**src/hdl/switch_pkg.sv**
```systemverilog
package switch_pkg;

    // default sizes, the top level overrides them through its parameters
    localparam int DATA_W     = 16;
    localparam int PAGE_WORDS = 8;
    localparam int NUM_PAGES  = 64;
    localparam int N_PORTS    = 4;
    localparam int MAX_LEN    = 32;

    typedef logic [$clog2(NUM_PAGES)-1:0]  page_t;
    typedef logic [$clog2(N_PORTS)-1:0]    port_t;
    typedef logic [$clog2(PAGE_WORDS)-1:0] offset_t;

    // one stored word, eop marks the packet end inside the memory
    typedef struct packed {
        logic              eop;
        logic [DATA_W-1:0] data;
    } buf_word_t;

    typedef struct packed {
        logic      en;
        page_t     page;
        offset_t   offset;
        buf_word_t word;
    } wr_req_t;

    typedef struct packed {
        logic  en;
        page_t from_page;
        page_t to_page;
    } link_req_t;

    typedef struct packed {
        logic  en;
        port_t dest;
        page_t head_page;
        page_t tail_page;
    } enq_req_t;

    typedef struct packed {
        logic    en;
        page_t   page;
        offset_t offset;
    } rd_req_t;

    // header means the packet is still on its first page
    typedef enum logic [1:0] {
        in_idle,
        in_header,
        in_body
    } ingress_state_e;

    typedef enum logic [1:0] {
        eg_pick,
        eg_fetch,
        eg_present,
        eg_advance
    } egress_state_e;

endpackage

```
**src/hdl/packet_egress.sv**
```systemverilog
`timescale 1ns/10ps

module packet_egress #(
    parameter int N_PORTS    = switch_pkg::N_PORTS,
    parameter int PAGE_WORDS = switch_pkg::PAGE_WORDS,
    parameter int DATA_W     = switch_pkg::DATA_W
) (
    input  logic                              clk,
    input  logic                              rst_n,
    input  logic [N_PORTS-1:0]                queue_nonempty,
    input  switch_pkg::page_t [N_PORTS-1:0]   head_page,
    input  switch_pkg::buf_word_t             rd_word,
    input  switch_pkg::page_t                 rd_link,
    input  logic [N_PORTS-1:0]                ready,
    output switch_pkg::rd_req_t               rd_req,
    output logic                              page_release,
    output logic                              done,
    output switch_pkg::port_t                 done_dest,
    output switch_pkg::page_t                 done_page,
    output logic [N_PORTS-1:0]                rd_sop,
    output logic [N_PORTS-1:0]                rd_eop,
    output logic [N_PORTS-1:0]                rd_vld,
    output logic [N_PORTS-1:0][DATA_W-1:0]    rd_data
);

    switch_pkg::egress_state_e state;
    switch_pkg::port_t         cur_q;
    switch_pkg::port_t         last_q;
    switch_pkg::port_t         sel_q;
    logic                      found;
    switch_pkg::page_t         cur_page;
    switch_pkg::offset_t       cur_off;
    logic                      first_word;
    logic                      page_end;

    // round robin, search starts after the last served queue
    always_comb begin
        switch_pkg::port_t idx;
        sel_q = last_q;
        found = 1'b0;
        for (int i = 1; i <= N_PORTS; i++) begin
            idx = switch_pkg::port_t'((int'(last_q) + i) % N_PORTS);
            if (!found && queue_nonempty[idx]) begin
                sel_q = idx;
                found = 1'b1;
            end
        end
    end

    assign page_end = cur_off == switch_pkg::offset_t'(PAGE_WORDS - 1);

    always_ff @(posedge clk) begin
        if (!rst_n) begin
            state  <= switch_pkg::eg_pick;
            last_q <= '0;
        end else begin
            case (state)
                switch_pkg::eg_pick: begin
                    if (found) begin
                        state <= switch_pkg::eg_fetch;
                    end
                end
                switch_pkg::eg_fetch: state <= switch_pkg::eg_present;
                switch_pkg::eg_present: begin
                    if (ready[cur_q]) begin
                        state <= switch_pkg::eg_advance;
                    end
                end
                switch_pkg::eg_advance: begin
                    if (rd_word.eop) begin
                        state  <= switch_pkg::eg_pick;
                        last_q <= cur_q;
                    end else begin
                        state <= switch_pkg::eg_fetch;
                    end
                end
                default: state <= switch_pkg::eg_pick;
            endcase
        end
    end

    // page walk, follow the link at each page end
    always_ff @(posedge clk) begin
        case (state)
            switch_pkg::eg_pick: begin
                if (found) begin
                    cur_q      <= sel_q;
                    cur_page   <= head_page[sel_q];
                    cur_off    <= '0;
                    first_word <= 1'b1;
                end
            end
            switch_pkg::eg_advance: begin
                first_word <= 1'b0;
                if (page_end) begin
                    cur_page <= rd_link;
                    cur_off  <= '0;
                end else begin
                    cur_off <= cur_off + 1'b1;
                end
            end
            default: ;
        endcase
    end

    always_comb begin
        rd_req.en     = state == switch_pkg::eg_fetch;
        rd_req.page   = cur_page;
        rd_req.offset = cur_off;
        // page is done after its last slot or the packet end
        page_release  = state == switch_pkg::eg_advance && (page_end || rd_word.eop);
        done          = state == switch_pkg::eg_advance && rd_word.eop;
        done_dest     = cur_q;
        done_page     = cur_page;
    end

    always_comb begin
        for (int i = 0; i < N_PORTS; i++) begin
            rd_vld[i]  = state == switch_pkg::eg_present && cur_q == switch_pkg::port_t'(i);
            rd_sop[i]  = rd_vld[i] && first_word;
            rd_eop[i]  = rd_vld[i] && rd_word.eop;
            rd_data[i] = rd_word.data;
        end
    end

endmodule

```
**config.mk**
```make
export PLATFORM = sky130hd
export DESIGN_NAME = packet_egress
export DESIGN_NICKNAME = d
export VERILOG_FILES = /design/src/hdl/switch_pkg.sv /design/src/hdl/packet_egress.sv
export SDC_FILE = /design/constraint.sdc
export NUM_CORES = 1
export LEC_CHECK = 0
export BUFFER_PORTS_ARGS = -buffer_cell sky130_fd_sc_hd__buf_2
export CAP_MARGIN = 20
export CORE_MARGIN = 2
export CORE_UTILIZATION = 42
export CTS_BUF_LIST = sky130_fd_sc_hd__clkbuf_4
export CTS_CLUSTER_DIAMETER = 150
export DETAILED_ROUTE_END_ITERATION = 10
export PLACE_DENSITY = 0.89
export SYNTH_ARGS = -nofsm -noshare
export SYNTH_HDL_FRONTEND = slang
export SYNTH_SLANG_ARGS = --single-unit
```
**constraint.sdc**
```tcl
create_clock -name clk -period 5.7 [get_ports clk]
set_input_delay 0 -clock clk [delete_from_list [all_inputs] [get_ports clk]]
set_output_delay 0 -clock clk [all_outputs]
set_load 0.02 [all_outputs]
```
# ---- Word level (Yosys, flattened, before mapping)
# Cells that the tools add are included.
dict set report totals {
  in_bits 57
  out_inout_bits 96
  reg_bits 16
  wordCells 88
}
dict set report classes {
  n_addsub 5
  n_reduce_logical 29
  muxes 32
  n_eq_ne 10
  order_cmp 6
}
# cell count
set op_table {}
lappend op_table {{2-bit by 3-bit less-than comparator with 1-bit output, second input constant} 6}
lappend op_table {{6-bit 2-to-1 mux} 3}
lappend op_table {{1-bit logical AND} 17}
lappend op_table {{6-bit binary-select mux with 2-bit select} 1}
lappend op_table {{2-bit 2-to-1 mux} 6}
lappend op_table {{6-bit case mux with 2 select lines} 1}
lappend op_table {{1-bit 2-to-1 mux} 11}
lappend op_table {{1-bit binary-select mux with 2-bit select} 5}
lappend op_table {{2-bit equality test, second input constant} 4}
lappend op_table {{2-bit case mux with 4 select lines} 1}
lappend op_table {{2-bit AND reduction} 4}
lappend op_table {{3-bit 2-to-1 mux} 2}
lappend op_table {{2-bit != test, second input constant} 3}
lappend op_table {{3-bit case mux with 2 select lines} 1}
lappend op_table {{2-bit by 1-bit adder with 2-bit output, second input constant} 2}
lappend op_table {{2-bit adder, second input constant} 2}
lappend op_table {{2-bit by 1-bit equality test with 1-bit output, second input constant} 2}
lappend op_table {{2-bit logical NOT} 2}
lappend op_table {{3-bit by 1-bit adder with 3-bit output, second input constant} 1}
lappend op_table {{3-bit equality test, second input constant} 1}
lappend op_table {{1-bit logical NOT} 3}
lappend op_table {{3-bit AND reduction} 1}
lappend op_table {{1-bit case mux with 2 select lines} 1}
lappend op_table {{2-bit nonzero test} 1}
lappend op_table {{1-bit logical OR} 1}

# ---- Logic depth before layout (Yosys ltp)
dict set report logic_depth {
  depth_word 17
  depth_mapped 6
  ltp_nobuf 6
}

# ---- Worst setup path before layout
# No wires, ideal clock.
dict set report synth_path {
  path_type {reg2reg}
  from {register state[0]}
  to {register cur_page[0] (netlist: done_page[0]), enable pin}
  t_required_ps 5346
  setup_ps 354
  setup_slack_ps 3870
  arrival_ps 1477
  period_less_slack_ps 1830
  path_stages_with_launch 6
  path_buffers 1
  cell_sequence {dfxtp_1 -> ha_1 -> buf_6 -> nor2_1 -> a21oi_1 -> nor2b_1}
}
dict set report synth_via {
  elab_chain_cells 3
  word_cells_on_any_way 6
  classes_between {3 x eq/ne; 3 x reduce/logical}
}
# item line
set synth_rtl {}
lappend synth_rtl {{start: declaration} packet_egress.sv:26} ;# switch_pkg::egress_state_e state;
lappend synth_rtl {{start signal: assignment} packet_egress.sv:54} ;# state <= switch_pkg::eg_pick;
lappend synth_rtl {{start signal: assignment} packet_egress.sv:60} ;# state <= switch_pkg::eg_fetch;
lappend synth_rtl {{start signal: assignment} packet_egress.sv:63} ;# switch_pkg::eg_fetch: state <= switch_pkg::eg_present;
lappend synth_rtl {{2-bit equality test / 2-bit logical NOT (equally long branches)} packet_egress.sv:84} ;# case (state)
lappend synth_rtl {{2-bit != test (no line) / 2-bit nonzero test (equally long branches)} n/a}
lappend synth_rtl {{3-bit AND reduction (no line) *} n/a}
lappend synth_rtl {{end signal: assignment} packet_egress.sv:88} ;# cur_page <= head_page[sel_q];
lappend synth_rtl {{end signal: assignment} packet_egress.sv:96} ;# cur_page <= rd_link;
lappend synth_rtl {{end: declaration} packet_egress.sv:31} ;# switch_pkg::page_t cur_page;
# Every way passes the cells marked *; elsewhere a longest branch is shown, timed or not.
# A chain may end at the register's enable or synchronous reset.

# ---- Final worst setup path
# Same ends and word-level chain as after synthesis.

==> run summary <==
status: finished, final reports clean
clock buffer count from CTS: 3
router iterations before antenna repair: 4
vias per cell: 5.000
most frequent cells in the layout: buf_2, nand2_1, nor3_1
fin crit period: 2.217 ns
slowest CP cell: ha_1
CTS sink cnt: 16
CTS tree: yes
final period utilization: 38.89%
Initial Util: 43.07%
fraction of layout cells with a size suffix above 1: 42.42%
WS Path Type: flip-flop to flip-flop
PortBufs: 72
largest net degree at the start of global routing: 14
Reg-to-Reg End: done_page[0]
fin nets: 263
Core Area: 3943 sq um
area grow syn2layout: -3.021%
final worst slack: 3.483 ns
Warnings, synthesis: 0
commonest non-fill, non-tap cell in the layout: buf_2
worst hold path depth: 0
Post-Synthesis Cells: 189
syn nets: 253
fmax: 451.1 MHz
Total Power: 0.6729 mW
Fill cells: 405
crit path cell chain: ha_1 > nor2_1 > a21oi_1 > nor2b_1
Layout Skew: 0.008464 ns
clock buffer depth: 2
site row count: 23
Hold/Removal Path Class: primary input to output port
Final Max Tran Viols: 0
CP Capture Type: flip-flop
vias after detailed routing: 1240
sequential area share after synthesis: 25.94%
I/O pin cnt: 153
min-delay src: rd_word[7]
CP Data Arrival Time: 2.17 ns
EDFF count, synth: 12
H-tree levels: 1
first-pass GRT wire length: 4788 um
FF-to-FF Start: state[0]
Leak: 0.7766 nW
Sw Pwr: 0.3120 mW
mean post-synth cell area: 8.983 sq um
Overflow after GRT: 0
Gate power share: 56.1%
reg2reg path depth: 4
die height: 67.58 um
# DRC: 0
multi-input logic area: 684.4 sq um
Synth Register Bits: 16
pwr/cell area: 408.7 nW/um^2
initial DRC count: 45
Detailed Place HPWL: 2621 um
# resized after CTS: 0
cell area after synthesis: 1698 sq um
initial antenna violation count: 0
ys async rst share: 0%
final hold viol count: 0
worst slack at placement: 3.484 ns
GPL Wtd Cong: 0.8643
Reg2Reg Setup Slack: 3.48 ns
Netlist cell types: 35
FF/Latch Area: 440.4 sq um
Req. time, crit path: 5.65 ns
Sw Share: 46.36%
Pint: 0.3610 mW
Peak VDD IR: 98.17 uV
Routed WL: 3259 um
fin util: 41.76%
root buffer cell: clkbuf_4
chip width: 67.58 um
setup TNS: 0 ns
worst hold margin: 0.00001117 ns
final count of negative-setup-slack endpoints: 0
crit start category: flip-flop
sequential group share of total power: 34.8%
clock power share: 9.1%
Slew @ Worst Pin: 0.5819 ns
remaining antenna violation count: 0
clock latency at the later pin of the worst-skew pair: 0.29 ns
CTS clk-pin slew, worst paths: 0.10 ns
unrepaired setup endpoints after global routing: no
Worst path max stage delay: 0.53 ns
vias in the first global route: 1120
max-cap violation count: 0
Total Die Area: 4567 sq um
Diodes inserted: 0
Slew Limit Headroom: 60.85%
gr usage total: 13.61%
Synth Flop Type: edfxtp_1
WL/cell: 13.14 um
Hold Path Sink: rd_data[23]
Crit Path Max Fanout: 11
cells by family (layout without fill, tap and decap cells):
logic type | Yosys count | in the layout | synth area share (%)
buffers and inverters | 78 | 87 | 33.75
AND/OR/NAND/NOR | 58 | 58 | 19.38
AO/OA/AOI/OAI | 28 | 28 | 13.85
flip-flops | 16 | 16 | 25.94
adder cells (fa/ha/maj) | 7 | 7 | 5.158
multiplexers | 2 | 2 | 1.916
how the worst max path moves through the flow:
| stage | slack (ns) | cells past startpoint | from | to |
|---|---|---|---|---|
| after floorplan | 3.87 | 5 | state[0] | done_page[0] |
| after global placement | 3.59 | 4 | state[0] | done_page[1] |
| after detailed placement | 3.48 | 4 | state[0] | done_page[1] |
| after CTS | 3.47 | 4 | state[0] | done_page[1] |
| after global routing | 3.28 | 4 | state[0] | done_page[3] |
| final | 3.48 | 4 | state[0] | done_page[0] |
routing by layer:
metal / wire length (um) / global-route usage (%)
met2: 1605 / 22.06
met5: 0 / 0
met1: 1317 / 15.34
met3: 272 / 5.667
met4: 63 / 6.633
power groups by stage:
stage	combinational (mW)	sequential, mW	clock (mW)
2_1_floorplan	0.310	0.281	0
3_3_place_gp	0.367	0.237	0
3_5_place_dp	0.373	0.238	0
4_1_cts	0.379	0.235	0.0616
5_1_grt	0.415	0.243	0.0657
6_report	0.378	0.234	0.0614
sequential cells by signal, summed over array words and instances, names as in the netlist:
signal,count
done_page,6
state,2
cur_off,3
last_q,2
done_dest,2
first_word,1
synth_stat cells, types with 3 or more instances:
cell      instances  area (sq um)
o21ai_0           3         15.01
inv_1             5         18.77
edfxtp_1         12         360.4
ha_1              7         87.58
and2_1           10         62.56
nor2_1            7         26.28
a221oi_1          6         52.55
buf_4            70         525.5
a21boi_0          3         22.52
nor3_1           13         65.06
o31ai_1           6         45.04
nor2b_1           6         37.54
nand2_1          13         48.80
dfxtp_1           4         80.08
layout make-up:
| class | count | share of cell area [%] |
|---|---|---|
| clock buffers | 3 | 1.368 |
| clock inverters | 1 | 0.2280 |
| inverters | 6 | 1.368 |
| multi-input cells | 95 | 41.57 |
| flip-flops and latches | 16 | 26.75 |
| well taps | 50 | 3.799 |
| repair buffers | 77 | 24.92 |
stage by stage:
stage / cells / cell area, sq um
floorplan: 189 / 1698
global placement: 239 / 1570
CTS: 248 / 1647
detailed placement: 239 / 1570
global route: 248 / 1647
finish: 248 / 1647
critical path: cells and delay by family, from the launching register on:
kind	cells	cell delay, ns
compound gates	1	0.39
simple gates	2	0.56
flops	1	0.40
fa+ha+maj	1	0.53
what timing repair did:
item,CTS,global route
endpoints found under the hold margin,7,0
setup buffers,0,0
hold buffers,5,0
Note: power is estimated with default switching activity, not from simulation.
