File: config.mk
export PLATFORM = sky130hd
export DESIGN_NAME = packet_ingress
export DESIGN_NICKNAME = d
export VERILOG_FILES = /design/src/hdl/switch_pkg.sv /design/src/hdl/packet_ingress.sv
export SDC_FILE = /design/constraint.sdc
export NUM_CORES = 1
export LEC_CHECK = 0
export ABC_AREA = 1
export BUFFER_PORTS_ARGS = -buffer_cell sky130_fd_sc_hd__clkbuf_2
export CAP_MARGIN = 20
export CELL_PAD_IN_SITES_DETAIL_PLACEMENT = 0
export CELL_PAD_IN_SITES_GLOBAL_PLACEMENT = 1
export CORE_UTILIZATION = 32
export DETAILED_ROUTE_END_ITERATION = 6
export GPL_TIMING_DRIVEN = 0
export PLACE_DENSITY_LB_ADDON = 0.1
export SYNTH_ARGS = -nofsm -noshare
export SYNTH_HDL_FRONTEND = slang
export SYNTH_SLANG_ARGS = --single-unit
export TNS_END_PERCENT = 20
File: constraint.sdc
create_clock -name clk -period 1.4 [get_ports clk]
set_input_delay 0.14 -clock clk [delete_from_list [all_inputs] [get_ports clk]]
set_output_delay 0.14 -clock clk [all_outputs]
set_load 0.02 [all_outputs]
File: src/hdl/switch_pkg.sv
package switch_pkg;

    // default sizes, the top level overrides them through its parameters
    localparam int DATA_W     = 16;
    localparam int PAGE_WORDS = 8;
    localparam int NUM_PAGES  = 64;
    localparam int N_PORTS    = 4;
    localparam int MAX_LEN    = 32;

    typedef logic [$clog2(NUM_PAGES)-1:0]  page_t;
    typedef logic [$clog2(N_PORTS)-1:0]    port_t;
    typedef logic [$clog2(PAGE_WORDS)-1:0] offset_t;

    // one stored word, eop marks the packet end inside the memory
    typedef struct packed {
        logic              eop;
        logic [DATA_W-1:0] data;
    } buf_word_t;

    typedef struct packed {
        logic      en;
        page_t     page;
        offset_t   offset;
        buf_word_t word;
    } wr_req_t;

    typedef struct packed {
        logic  en;
        page_t from_page;
        page_t to_page;
    } link_req_t;

    typedef struct packed {
        logic  en;
        port_t dest;
        page_t head_page;
        page_t tail_page;
    } enq_req_t;

    typedef struct packed {
        logic    en;
        page_t   page;
        offset_t offset;
    } rd_req_t;

    // header means the packet is still on its first page
    typedef enum logic [1:0] {
        in_idle,
        in_header,
        in_body
    } ingress_state_e;

    typedef enum logic [1:0] {
        eg_pick,
        eg_fetch,
        eg_present,
        eg_advance
    } egress_state_e;

endpackage

File: src/hdl/packet_ingress.sv
`timescale 1ns/10ps

module packet_ingress #(
    parameter int DATA_W     = switch_pkg::DATA_W,
    parameter int PAGE_WORDS = switch_pkg::PAGE_WORDS
) (
    input  logic                  clk,
    input  logic                  rst_n,
    input  logic                  wr_sop,
    input  logic                  wr_eop,
    input  logic                  wr_vld,
    input  logic [DATA_W-1:0]     wr_data,
    input  switch_pkg::page_t     free_page,
    input  logic                  full,
    output switch_pkg::wr_req_t   wr_req,
    output switch_pkg::link_req_t link_req,
    output switch_pkg::enq_req_t  enq_req,
    output logic                  alloc
);

    switch_pkg::ingress_state_e state;
    switch_pkg::offset_t        offset;
    logic                       take;
    logic                       page_last;

    // word taken last cycle, written to memory this cycle
    logic                       acc_vld;
    logic                       acc_sop;
    logic                       acc_new_page;
    logic                       acc_link;
    switch_pkg::offset_t        acc_offset;
    switch_pkg::buf_word_t      acc_word;

    switch_pkg::page_t          cur_page;
    switch_pkg::page_t          pkt_head;
    switch_pkg::port_t          pkt_dest;
    switch_pkg::page_t          page_now;
    switch_pkg::port_t          dest_now;

    // a new packet is refused while full, its later words fall away in idle
    assign take      = wr_vld && (state != switch_pkg::in_idle || (wr_sop && !full));
    assign page_last = offset == switch_pkg::offset_t'(PAGE_WORDS - 1);

    always_ff @(posedge clk) begin
        if (!rst_n) begin
            state   <= switch_pkg::in_idle;
            offset  <= '0;
            acc_vld <= 1'b0;
        end else begin
            acc_vld <= take;
            if (take) begin
                if (wr_eop || page_last) begin
                    offset <= '0;
                end else begin
                    offset <= offset + 1'b1;
                end
                case (state)
                    switch_pkg::in_idle: begin
                        if (!wr_eop) begin
                            state <= switch_pkg::in_header;
                        end
                    end
                    switch_pkg::in_header: begin
                        if (wr_eop) begin
                            state <= switch_pkg::in_idle;
                        end else if (page_last) begin
                            state <= switch_pkg::in_body;
                        end
                    end
                    switch_pkg::in_body: begin
                        if (wr_eop) begin
                            state <= switch_pkg::in_idle;
                        end
                    end
                    default: state <= switch_pkg::in_idle;
                endcase
            end
        end
    end

    always_ff @(posedge clk) begin
        if (take) begin
            acc_sop       <= state == switch_pkg::in_idle;
            acc_new_page  <= offset == '0;
            // every page after the first hangs off the one before
            acc_link      <= state == switch_pkg::in_body && offset == '0;
            acc_offset    <= offset;
            acc_word.eop  <= wr_eop;
            acc_word.data <= wr_data;
        end
        if (acc_vld) begin
            cur_page <= page_now;
            if (acc_sop) begin
                pkt_head <= page_now;
                pkt_dest <= dest_now;
            end
        end
    end

    // a new page is the free-list head, popped only now that it is used
    assign page_now = acc_new_page ? free_page : cur_page;
    assign dest_now = acc_sop ? acc_word.data[$bits(switch_pkg::port_t)-1:0] : pkt_dest;
    assign alloc    = acc_vld && acc_new_page;

    always_comb begin
        wr_req.en          = acc_vld;
        wr_req.page        = page_now;
        wr_req.offset      = acc_offset;
        wr_req.word        = acc_word;
        link_req.en        = acc_vld && acc_link;
        link_req.from_page = cur_page;
        link_req.to_page   = free_page;
        enq_req.en         = acc_vld && acc_word.eop;
        enq_req.dest       = dest_now;
        enq_req.head_page  = acc_sop ? page_now : pkt_head;
        enq_req.tail_page  = page_now;
    end

endmodule

Word level (Yosys, flattened, before mapping)
Cells that the tools add are included.
- word-level logic and storage cells: 42
- register bits after elaboration: 43
- input port bits: 28
- output and inout port bits: 56
- eq/ne operators: 6
- $add $sub $neg: 1
- mux-type cells: 9
- reduce and logical (&&, ||, !) cells: 14
- operators with widths (operator ; number):
    $mux 6 ; 2
    $mux 2 ; 5
    $logic_and 1x1->1 ; 6
    $pmux 2 s3 ; 1
    $ne 2x2->1 const B ; 2
    $reduce_and 4->1 ; 1
    $add 3x1->3 const B ; 1
    $eq 3x3->1 const B ; 1
    $logic_not 3->1 ; 1
    $mux 3 ; 1
    $ne 3x3->1 const B ; 1
    $eq 2x1->1 const B ; 1
    $eq 2x2->1 const B ; 1
    $logic_not 2->1 ; 1
    $logic_or 1x1->1 ; 2
    $reduce_and 2->1 ; 1
    $reduce_bool 2->1 ; 1
    $logic_not 1->1 ; 1

Longest topological paths before layout
Gate-level depths: netlist (run 1).
- word-level depth: 5
- depth in mapped cells: 7
- depth with buffers taken out: 7

Least setup slack after synthesis (run 1)
OpenSTA, ideal clock, no wires.
- path type: register -> register
- start point: register acc_new_page
- end point: register pkt_head[4], data pin
- data required time: 1120 ps
- period minus slack after synthesis: 1448 ps
- path buffers: 1
- slack: -48 ps
- arrival: 1167 ps
- stages on the path, launching flop included: 5
- library setup time: 280 ps
- cell sequence: edfxtp_1 -> buf_4 -> nand2_1 -> o21ai_2 -> mux2_2
- RTL lines (element ; line ; source):
    from (decl) ; packet_ingress.sv:29 ; logic acc_new_page;
    from (signal assigned) ; packet_ingress.sv:84 ; acc_new_page <= offset == '0;
    to (signal assigned) ; packet_ingress.sv:94 ; pkt_head <= page_now;
    to (decl) ; packet_ingress.sv:35 ; switch_pkg::page_t pkt_head;

==> results of run 1 <==
==> layout make-up <==
cell class	instances	area share (%)
Clock buffer	7	3.03
Inverter	19	2.83
Buffer	15	4.53
Tap cell	72	3.58
Multi-Input combinational cell	64	17.7
Clock inverter	1	1.19
Sequential cell	43	49.3
Timing Repair Buffer	85	17.9
==> metal layers <==
| metal | vias up | routed length, um | GRT usage (%) |
|---|---|---|---|
| met4 | 0 | 45 | 5.66 |
| met5 | - | 0 | 0 |
| li1 | 648 | - | - |
| met2 | 42 | 1920 | 22.9 |
| met3 | 6 | 197 | 3.65 |
| met1 | 587 | 1570 | 14.3 |
==> power groups by stage <==
stage          registers, mW  logic, mW  clock network, mW
6_report                1.51      0.498              0.927
4_1_cts                 1.51      0.495              0.970
3_5_place_dp            1.54      0.478                  0
2_1_floorplan           1.59      0.261                  0
3_3_place_gp            1.54      0.471                  0
5_1_grt                 1.52      0.536               1.01
==> placed cells by master, fill, tap and decap left out, types with 3 or more instances in the layout <==
master	netlist	final
nand2_2	3	3
edfxtp_1	37	37
nand2_1	22	22
clkbuf_8	0	5
dfxtp_1	6	3
nor2_1	4	3
nand3_1	3	3
inv_1	19	19
mux2_4	0	6
o21ai_2	6	6
o21ai_1	4	4
buf_4	14	18
ha_1	3	3
buf_2	1	3
clkbuf_2	0	76
==> per-stage QoR <==
| step | setup TNS [ps] | hold WS [ps] | power (mW) | utilization (%) |
|---|---|---|---|---|
| after floorplan | 0 | 239 | 1.85 | - |
| after global placement | -4960 | 319 | 2.01 | 42.9 |
| after detailed placement | -6850 | 319 | 2.02 | 42.9 |
| after CTS | -2750 | 5.94 | 2.98 | 45.4 |
| after global routing | -3620 | 0.0399 | 3.07 | 46.0 |
| final | -2120 | 17.8 | 2.93 | 46.0 |
==> kinds of logic after synthesis <==
| group | after synthesis |
|---|---|
| adders and majority gates | 3 |
| muxes | 8 |
| AOI/OAI and AO/OA | 16 |
| DFF | 43 |
| buffers and inverters | 34 |
| and+or+nand+nor | 36 |
==> path summary, 6_finish.rpt <==
path / start / endpoint / cells after the start
worst max register to register: state[0] / state[1] / 5
worst max-delay path: acc_new_page / enq_req[7] / 5
worst min-delay path: wr_data[5] / wr_req[5] / 1
worst min register to register: offset[0] / acc_offset[0] / 0
==> flip-flops by register name (all words and copies together) (netlist names) <==
name,count
acc_new_page,1
state,2
acc_offset,3
pkt_dest,2
acc_sop,1
acc_link,1
offset,3
cur_page,6
wr_req,17
acc_vld,1
pkt_head,6
==> worst max-delay path, cell delays in order, from the launching register on <==
cell	delay [ps]
edfxtp_1	430
buf_6	170
nand2_1	70
o21ai_2	80
mux2_4	270
clkbuf_2	160
==> repair_timing <==
item / in CTS / in global routing
endpoints found under the hold margin: 0 / 1
gates resized for setup: 4 / 16
setup endpoints to repair: 53 / 26
setup buffers: 1 / 0
pin swaps: 1 / 1
cloned: 1 / 0
hold buffers: 0 / 1
==> results.sh, run 1 <==
export IMPL_clk_latency_ps=290
export IMPL_drive_above_1_share_pct=56.0
export IMPL_clk_path_buf_depth=2
export IMPL_num_antenna_cells=0
export IMPL_synth_seq_area_share_pct=67.8
export IMPL_drt_iter0_markers=45
export IMPL_hpwlAfterDp_um=2650
export IMPL_cts_buffers=5
export IMPL_die_x_um=77.3
export IMPL_clockRootBuffer="clkbuf_8"
export IMPL_worstPathArrival_ps=1460
export IMPL_hold_viol=0
export IMPL_p_seq_share_pct=51.4
export IMPL_syn_area_per_cell_um2=13.0
export IMPL_setup_viol=17
export IMPL_routed_wl_um=3730
export IMPL_status="finished, violations left"
export IMPL_num_io_pins=84
export IMPL_synth_area_leader_cell="edfxtp_1"
export IMPL_antenna_left=0
export IMPL_dr_pass1_iters=4
export IMPL_syn_inst=140
export IMPL_synthArstFlopShare_pct=0
export IMPL_synth_top_area_share_pct=61.2
export IMPL_multi_input_area_um2=445
export IMPL_leakagePower_nw=1.18
export IMPL_num_rows=27
export IMPL_cp_required_ps=1260
export IMPL_fill_cells=540
export IMPL_violations="setup timing"
export IMPL_synthTopCellsByArea="edfxtp_1, dfxtp_1, buf_4"
export IMPL_vias_per_cell=4.19
export IMPL_cts_clk_slew_worst_paths_ps=80
export IMPL_grt_pass1_vias=1197
export IMPL_placedCellCount=295
export IMPL_final_nets=264
export IMPL_seq_area_mm2=0.00124
export IMPL_synth_xor_area_share_pct=0
export IMPL_grt_total_usage_pct=12.9
export IMPL_p_sw_uw=733
export IMPL_synth_compound_area_share_pct=6.47
export IMPL_finClkSkew_ps=8.50
export IMPL_grt_first_pass_wirelength_um=5830
export IMPL_switching_share_pct=25.0
export IMPL_synth_simple_area_share_pct=8.75
export IMPL_p_per_area_mw_per_mm2=1170
export IMPL_synth_seq_cells=43
export IMPL_synth_area_mux_share_pct=4.96
export IMPL_slew_viol_final=0
export IMPL_cts_tree="yes"
export IMPL_endpoint_kind="primary output"
export IMPL_combPwrFrac_pct=17.0
export IMPL_peakVddDrop_uv=594
export IMPL_place_gp_congestion=0.710
export IMPL_grt_max_degree=18
export IMPL_worstSetupStartpointType="flip-flop"
export IMPL_min_path_type="in -> reg"
export IMPL_synth_edff_count=37
export IMPL_overflow=0
export IMPL_drc=0
export IMPL_fin_crit_sh_pct=114
export IMPL_final_cell_area_mm2=0.00252
export IMPL_antenna_found_initial=0
export IMPL_wl_per_cell_um=12.2
export IMPL_fin_crit_ps=1600
export IMPL_synth_common_cells="edfxtp_1, nand2_1, inv_1, buf_4, mux2_2"
export IMPL_die_area_mm2=0.00598
export IMPL_critical_path_max_fanout=10
export IMPL_rsz0062_at_grt="yes"
export IMPL_relSlewSlack_pct=67.3
export IMPL_cts_num_sinks=43
export IMPL_drv_cap=0
export IMPL_regToRegSetupSlack_ps=90
export IMPL_layout_cells_non_filler=306
export IMPL_num_vias=1283
export IMPL_syn_nets=171
export IMPL_start_util_pct=33.2
export IMPL_yosys_warnings=0
export IMPL_synth_fa_ha_area_share_pct=2.07
export IMPL_post_place_ws_ps=-343
export IMPL_synth_top_family_by_area="buffers and inverters"
export IMPL_synthesis_area_mm2=0.00182
export IMPL_worst_slew_pin_slew_ps=490
export IMPL_h_tree_depth=2
export IMPL_layout_setup_ws_ps=-196
export IMPL_dpl_cell_area_mm2=0.00235
export IMPL_p_clk_share_pct=31.6
export IMPL_die_height_um=77.3
export IMPL_crit_type="reg -> out"
export IMPL_area_growth_pct=38.5
export IMPL_p_int_mw=2.20
export IMPL_port_buffers=83
export IMPL_core_mm2=0.00547
export IMPL_yosysMostFrequentCell="edfxtp_1"
export IMPL_fmax_mhz=627
export IMPL_ys_types=20
export IMPL_ys_flop_type="edfxtp_1"
Power figures use the tool's default switching activity.
==> run 2: changes to the inputs <==
--- a/config.mk
+++ b/config.mk
@@ -13,7 +13,9 @@
 export CORE_UTILIZATION = 32
 export DETAILED_ROUTE_END_ITERATION = 6
 export GPL_TIMING_DRIVEN = 0
+export MAX_ROUTING_LAYER = met4
 export PLACE_DENSITY_LB_ADDON = 0.1
+export RECOVER_POWER = 50
 export SYNTH_ARGS = -nofsm -noshare
 export SYNTH_HDL_FRONTEND = slang
 export SYNTH_SLANG_ARGS = --single-unit
==> results.sh, run 2 (same netlist as run 1, synthesis figures left out) <==
export IMPL_violations="setup timing"
export IMPL_fin_crit_sh_pct=114
export IMPL_leakagePower_nw=1.11
export IMPL_cts_buffers=5
export IMPL_p_clk_share_pct=31.7
export IMPL_wl_per_cell_um=12.3
export IMPL_final_cell_area_mm2=0.00249
export IMPL_final_nets=264
export IMPL_p_int_mw=2.19
export IMPL_clk_latency_ps=290
export IMPL_dpl_cell_area_mm2=0.00235
export IMPL_cts_tree="yes"
export IMPL_combPwrFrac_pct=16.7
export IMPL_grt_pass1_vias=1199
export IMPL_p_per_area_mw_per_mm2=1180
export IMPL_antenna_found_initial=0
export IMPL_num_io_pins=84
export IMPL_final_cell_mix="clkbuf_2, edfxtp_1, clkbuf_1"
export IMPL_post_place_ws_ps=-343
export IMPL_drive_above_1_share_pct=46.6
export IMPL_cp_required_ps=1260
export IMPL_drt_iter0_markers=53
export IMPL_status="finished, violations left"
export IMPL_die_x_um=77.3
export IMPL_slew_viol_final=0
export IMPL_layout_setup_ws_ps=-197
export IMPL_num_antenna_cells=0
export IMPL_p_seq_share_pct=51.5
export IMPL_hpwlAfterDp_um=2650
export IMPL_worstPathArrival_ps=1460
export IMPL_critical_path_max_fanout=10
export IMPL_min_path_type="in -> reg"
export IMPL_core_mm2=0.00547
export IMPL_highest_signal_layer="met4"
export IMPL_h_tree_depth=2
export IMPL_rsz0062_at_grt="yes"
export IMPL_place_gp_congestion=0.718
export IMPL_area_growth_pct=37.0
export IMPL_die_height_um=77.3
export IMPL_dr_wl_met3_um=204
export IMPL_drv_cap=0
export IMPL_worstSetupStartpointType="flip-flop"
export IMPL_antenna_left=0
export IMPL_grt_max_degree=18
export IMPL_grt_total_usage_pct=13.3
export IMPL_num_rows=27
export IMPL_port_buffers=83
export IMPL_hold_viol=0
export IMPL_final_common_cell="clkbuf_2"
export IMPL_dr_pass1_iters=4
export IMPL_worst_slew_pin_slew_ps=492
export IMPL_clk_path_buf_depth=2
export IMPL_wl_met1_um=1580
export IMPL_relSlewSlack_pct=67.1
export IMPL_endpoint_kind="primary output"
export IMPL_cts_clk_slew_worst_paths_ps=80
export IMPL_crit_type="reg -> out"
export IMPL_peakVddDrop_uv=594
export IMPL_overflow=0
export IMPL_num_vias=1286
export IMPL_routed_wl_um=3760
export IMPL_wl_met2_um=1930
export IMPL_clockRootBuffer="clkbuf_8"
export IMPL_fill_cells=547
export IMPL_finClkSkew_ps=7.57
export IMPL_switching_share_pct=25.1
export IMPL_grt_first_pass_wirelength_um=5820
export IMPL_p_sw_uw=736
export IMPL_drc=0
export IMPL_die_area_mm2=0.00598
export IMPL_setup_viol=17
export IMPL_regToRegSetupSlack_ps=90
export IMPL_cts_num_sinks=43
export IMPL_fmax_mhz=626
export IMPL_fin_crit_ps=1600
export IMPL_vias_per_cell=4.20
export IMPL_start_util_pct=33.2
export IMPL_largest_reg_flops=17
## run 2: cell counts in the layout (fill, tap and decap cells not counted)
No cell type changed its count.
## run 2: metal layers
layer	track usage (%)	up-vias
met2	22.9	42
met3	3.65	6
met1	14.3	589
li1	-	649
met4	5.66	0
met5	-	-
## run 2: area by class of cell
type                       count  area, um2  area share (%)
tap                           72       90.1            3.62
timing repair buffer          85        422            16.9
inverter                      19       71.3            2.87
clock inverter                 1       30.0            1.21
multi-input combinational     64        445            17.9
clock buffer                   7       76.3            3.07
buffer                        15        114            4.58
sequential                    43       1240            49.8
## run 2: worst paths after layout
check / start / end / cells after the start
setup / recovery: acc_new_page / enq_req[7] / 5
hold / removal: wr_data[5] / wr_req[5] / 1
setup reg to reg: state[1] / state[1] / 5
hold reg to reg: offset[0] / acc_offset[0] / 0
## run 2: through the flow
stage                     power, mW  cells  util (%)  setup TNS, ps  hold WS (ps)
after floorplan                1.85    140         -              0           239
after global placement         2.01    295      42.9          -4960           319
after detailed placement       2.02    295      42.9          -6850           319
after CTS                      2.98    305      45.4          -2750          5.94
after global routing           3.06    306      45.5          -3620       0.00529
final                          2.93    306      45.5          -2150          17.6
## run 2: timing repair
item / in CTS / in global routing
hold endpoints to repair: 0 / 1
pin swaps: 1 / 1
cloned: 1 / 0
gates resized for setup: 4 / 16
hold buffers: 0 / 1
setup buffers: 1 / 0
setup endpoints to repair: 53 / 26
## run 2: critical path, cell delays in order, from the launching register on
cell and delay (ps):
edfxtp_1 430, buf_6 170, nand2_1 70, o21ai_2 80, mux2_4 270, clkbuf_2 160
## run 2: power groups by stage
stage | logic [mW] | clock network, mW | registers (mW)
3_3_place_gp | 0.471 | 0 | 1.54
2_1_floorplan | 0.261 | 0 | 1.59
4_1_cts | 0.495 | 0.970 | 1.51
3_5_place_dp | 0.478 | 0 | 1.54
5_1_grt | 0.527 | 1.01 | 1.52
6_report | 0.489 | 0.930 | 1.51
==> run 3: changes to the inputs <==
--- a/config.mk
+++ b/config.mk
@@ -14,7 +14,7 @@
 export DETAILED_ROUTE_END_ITERATION = 6
 export GPL_TIMING_DRIVEN = 0
 export MAX_ROUTING_LAYER = met4
-export PLACE_DENSITY_LB_ADDON = 0.1
+export PLACE_DENSITY = 0.8
 export RECOVER_POWER = 50
 export SYNTH_ARGS = -nofsm -noshare
 export SYNTH_HDL_FRONTEND = slang
==> results.sh, run 3 (same netlist as run 1, synthesis figures left out) <==
export IMPL_status="finished, violations left"
export IMPL_violations="setup timing"
export IMPL_grt_pass1_vias=1113
export IMPL_cp_required_ps=1260
export IMPL_largest_reg_flops=17
export IMPL_layout_setup_ws_ps=-226
export IMPL_p_total_mw=3.22
export IMPL_p_sw_uw=784
export IMPL_core_mm2=0.00547
export IMPL_grt_max_degree=18
export IMPL_dr_pass1_iters=6
export IMPL_hpwlAfterDp_um=2440
export IMPL_dpl_cell_area_mm2=0.00235
export IMPL_critical_path_max_fanout=5
export IMPL_min_path_type="in -> reg"
export IMPL_num_io_pins=84
export IMPL_p_seq_share_pct=46.8
export IMPL_start_util_pct=33.2
export IMPL_antenna_found_initial=0
export IMPL_cts_num_sinks=43
export IMPL_startpoint="acc_new_page"
export IMPL_setup_viol=23
export IMPL_area_growth_pct=50.3
export IMPL_place_gp_congestion=0.707
export IMPL_antenna_left=0
export IMPL_drive_above_1_share_pct=56.5
export IMPL_final_cell_mix="clkbuf_2, edfxtp_1, buf_4"
export IMPL_regToRegSetupSlack_ps=-20
export IMPL_seq_area_mm2=0.00123
export IMPL_final_common_cell="clkbuf_2"
export IMPL_grt_first_pass_wirelength_um=5610
export IMPL_hold_start="wr_data[0]"
export IMPL_clockRootBuffer="clkbuf_8"
export IMPL_reg2reg_from="acc_new_page"
export IMPL_worstSetupStartpointType="flip-flop"
export IMPL_die_x_um=77.3
export IMPL_reg2reg_depth=5
export IMPL_num_vias=1342
export IMPL_post_place_ws_ps=-276
export IMPL_crit_type="reg -> out"
export IMPL_drc=0
export IMPL_final_nets=276
export IMPL_crit_end="enq_req[7]"
export IMPL_cts_tree="yes"
export IMPL_drv_cap=0
export IMPL_fin_crit_sh_pct=116
export IMPL_worst_slew_pin_slew_ps=455
export IMPL_r2r_end="pkt_head[1]"
export IMPL_drt_iter0_markers=68
export IMPL_peakVddDrop_uv=540
export IMPL_num_antenna_cells=0
export IMPL_final_cell_area_mm2=0.00273
export IMPL_leakagePower_nw=1.25
export IMPL_holdWs_ps=11.8
export IMPL_grt_total_usage_pct=12.8
export IMPL_finClkSkew_ps=3.68
export IMPL_num_rows=27
export IMPL_worstPathArrival_ps=1490
export IMPL_rsz0062_at_grt="yes"
export IMPL_port_buffers=83
export IMPL_clk_path_buf_depth=2
export IMPL_switching_share_pct=24.3
export IMPL_cts_clk_slew_worst_paths_ps=80
export IMPL_fill_cells=508
export IMPL_combPwrFrac_pct=17.9
export IMPL_endpoint_kind="primary output"
export IMPL_fmax_mhz=615
export IMPL_wl_per_cell_um=12.2
export IMPL_relSlewSlack_pct=69.6
export IMPL_multi_input_area_um2=493
export IMPL_hold_viol=0
export IMPL_overflow=0
export IMPL_fin_crit_ps=1630
export IMPL_die_area_mm2=0.00598
export IMPL_clk_latency_ps=300
export IMPL_die_height_um=77.3
export IMPL_p_clk_share_pct=35.3
export IMPL_routed_wl_um=3890
export IMPL_h_tree_depth=2
export IMPL_slew_viol_final=0
export IMPL_vias_per_cell=4.22
export IMPL_p_int_mw=2.44
export IMPL_cts_buffers=5
export IMPL_p_per_area_mw_per_mm2=1180
## run 3: changes by cell type in the layout (fill, tap and decap cells not counted), sizes merged
| cell | change |
|---|---|
| dlygate4sd3 | +2 |
| clkbuf | -6 |
| buf | +15 |
| bufinv | +1 |
## run 3: repair_timing
item | in CTS | in global routing
endpoints found under the setup margin | 53 | 25
cloned | 1 | 1
hold buffers | 0 | 3
setup buffers | 3 | 7
pin swaps | 1 | 3
gates resized for setup | 3 | 44
hold endpoints to repair | 0 | 3
## run 3: metal layers
| layer | wire (um) | track usage (%) | vias up |
|---|---|---|---|
| met1 | 1570 | 15.4 | 616 |
| met3 | 239 | 3.65 | 5 |
| li1 | - | - | 670 |
| met5 | 0 | - | - |
| met2 | 2020 | 19.9 | 51 |
| met4 | 62 | 5.66 | 0 |
## run 3: area by class of cell
| class | instances | share of cell area [%] |
|---|---|---|
| multi-input combinational | 64 | 18.1 |
| clock buffer | 6 | 2.66 |
| sequential | 43 | 45.2 |
| inverter | 19 | 2.61 |
| timing repair buffer | 97 | 21.8 |
| tap | 72 | 3.30 |
| buffer | 15 | 4.17 |
| clock inverter | 2 | 2.20 |
## run 3: per-stage QoR
step	util, %	setup TNS, ps	instances
after floorplan	-	0	140
after CTS	46.3	-2620	307
final	49.9	-2900	318
after global placement	42.9	-5590	295
after detailed placement	42.9	-6680	295
after global routing	49.9	-4740	318
## run 3: worst min-delay path by stage
| stage | end | slack, ps | depth (start not counted) |
|---|---|---|---|
| floorplan | wr_req[0] | 240 | 0 |
| global placement | wr_req[9] | 320 | 1 |
| detailed placement | wr_req[9] | 320 | 1 |
| CTS | wr_req[5] | 6 | 1 |
| global route | wr_req[9] | 2 | 1 |
| finish | wr_req[0] | 10 | 1 |
## run 3: critical path, cell delays in order (launching register included)
cell      delay (ps)
edfxtp_1         470
buf_6            180
nand2_2           60
o21ai_2           70
mux2_4           270
buf_6            130
## run 3: power by group through the flow
stage	combinational (mW)	sequential (mW)	clock [mW]
2_1_floorplan	0.261	1.59	0
3_3_place_gp	0.470	1.54	0
3_5_place_dp	0.476	1.54	0
4_1_cts	0.510	1.51	1.17
5_1_grt	0.618	1.52	1.22
6_report	0.577	1.51	1.14
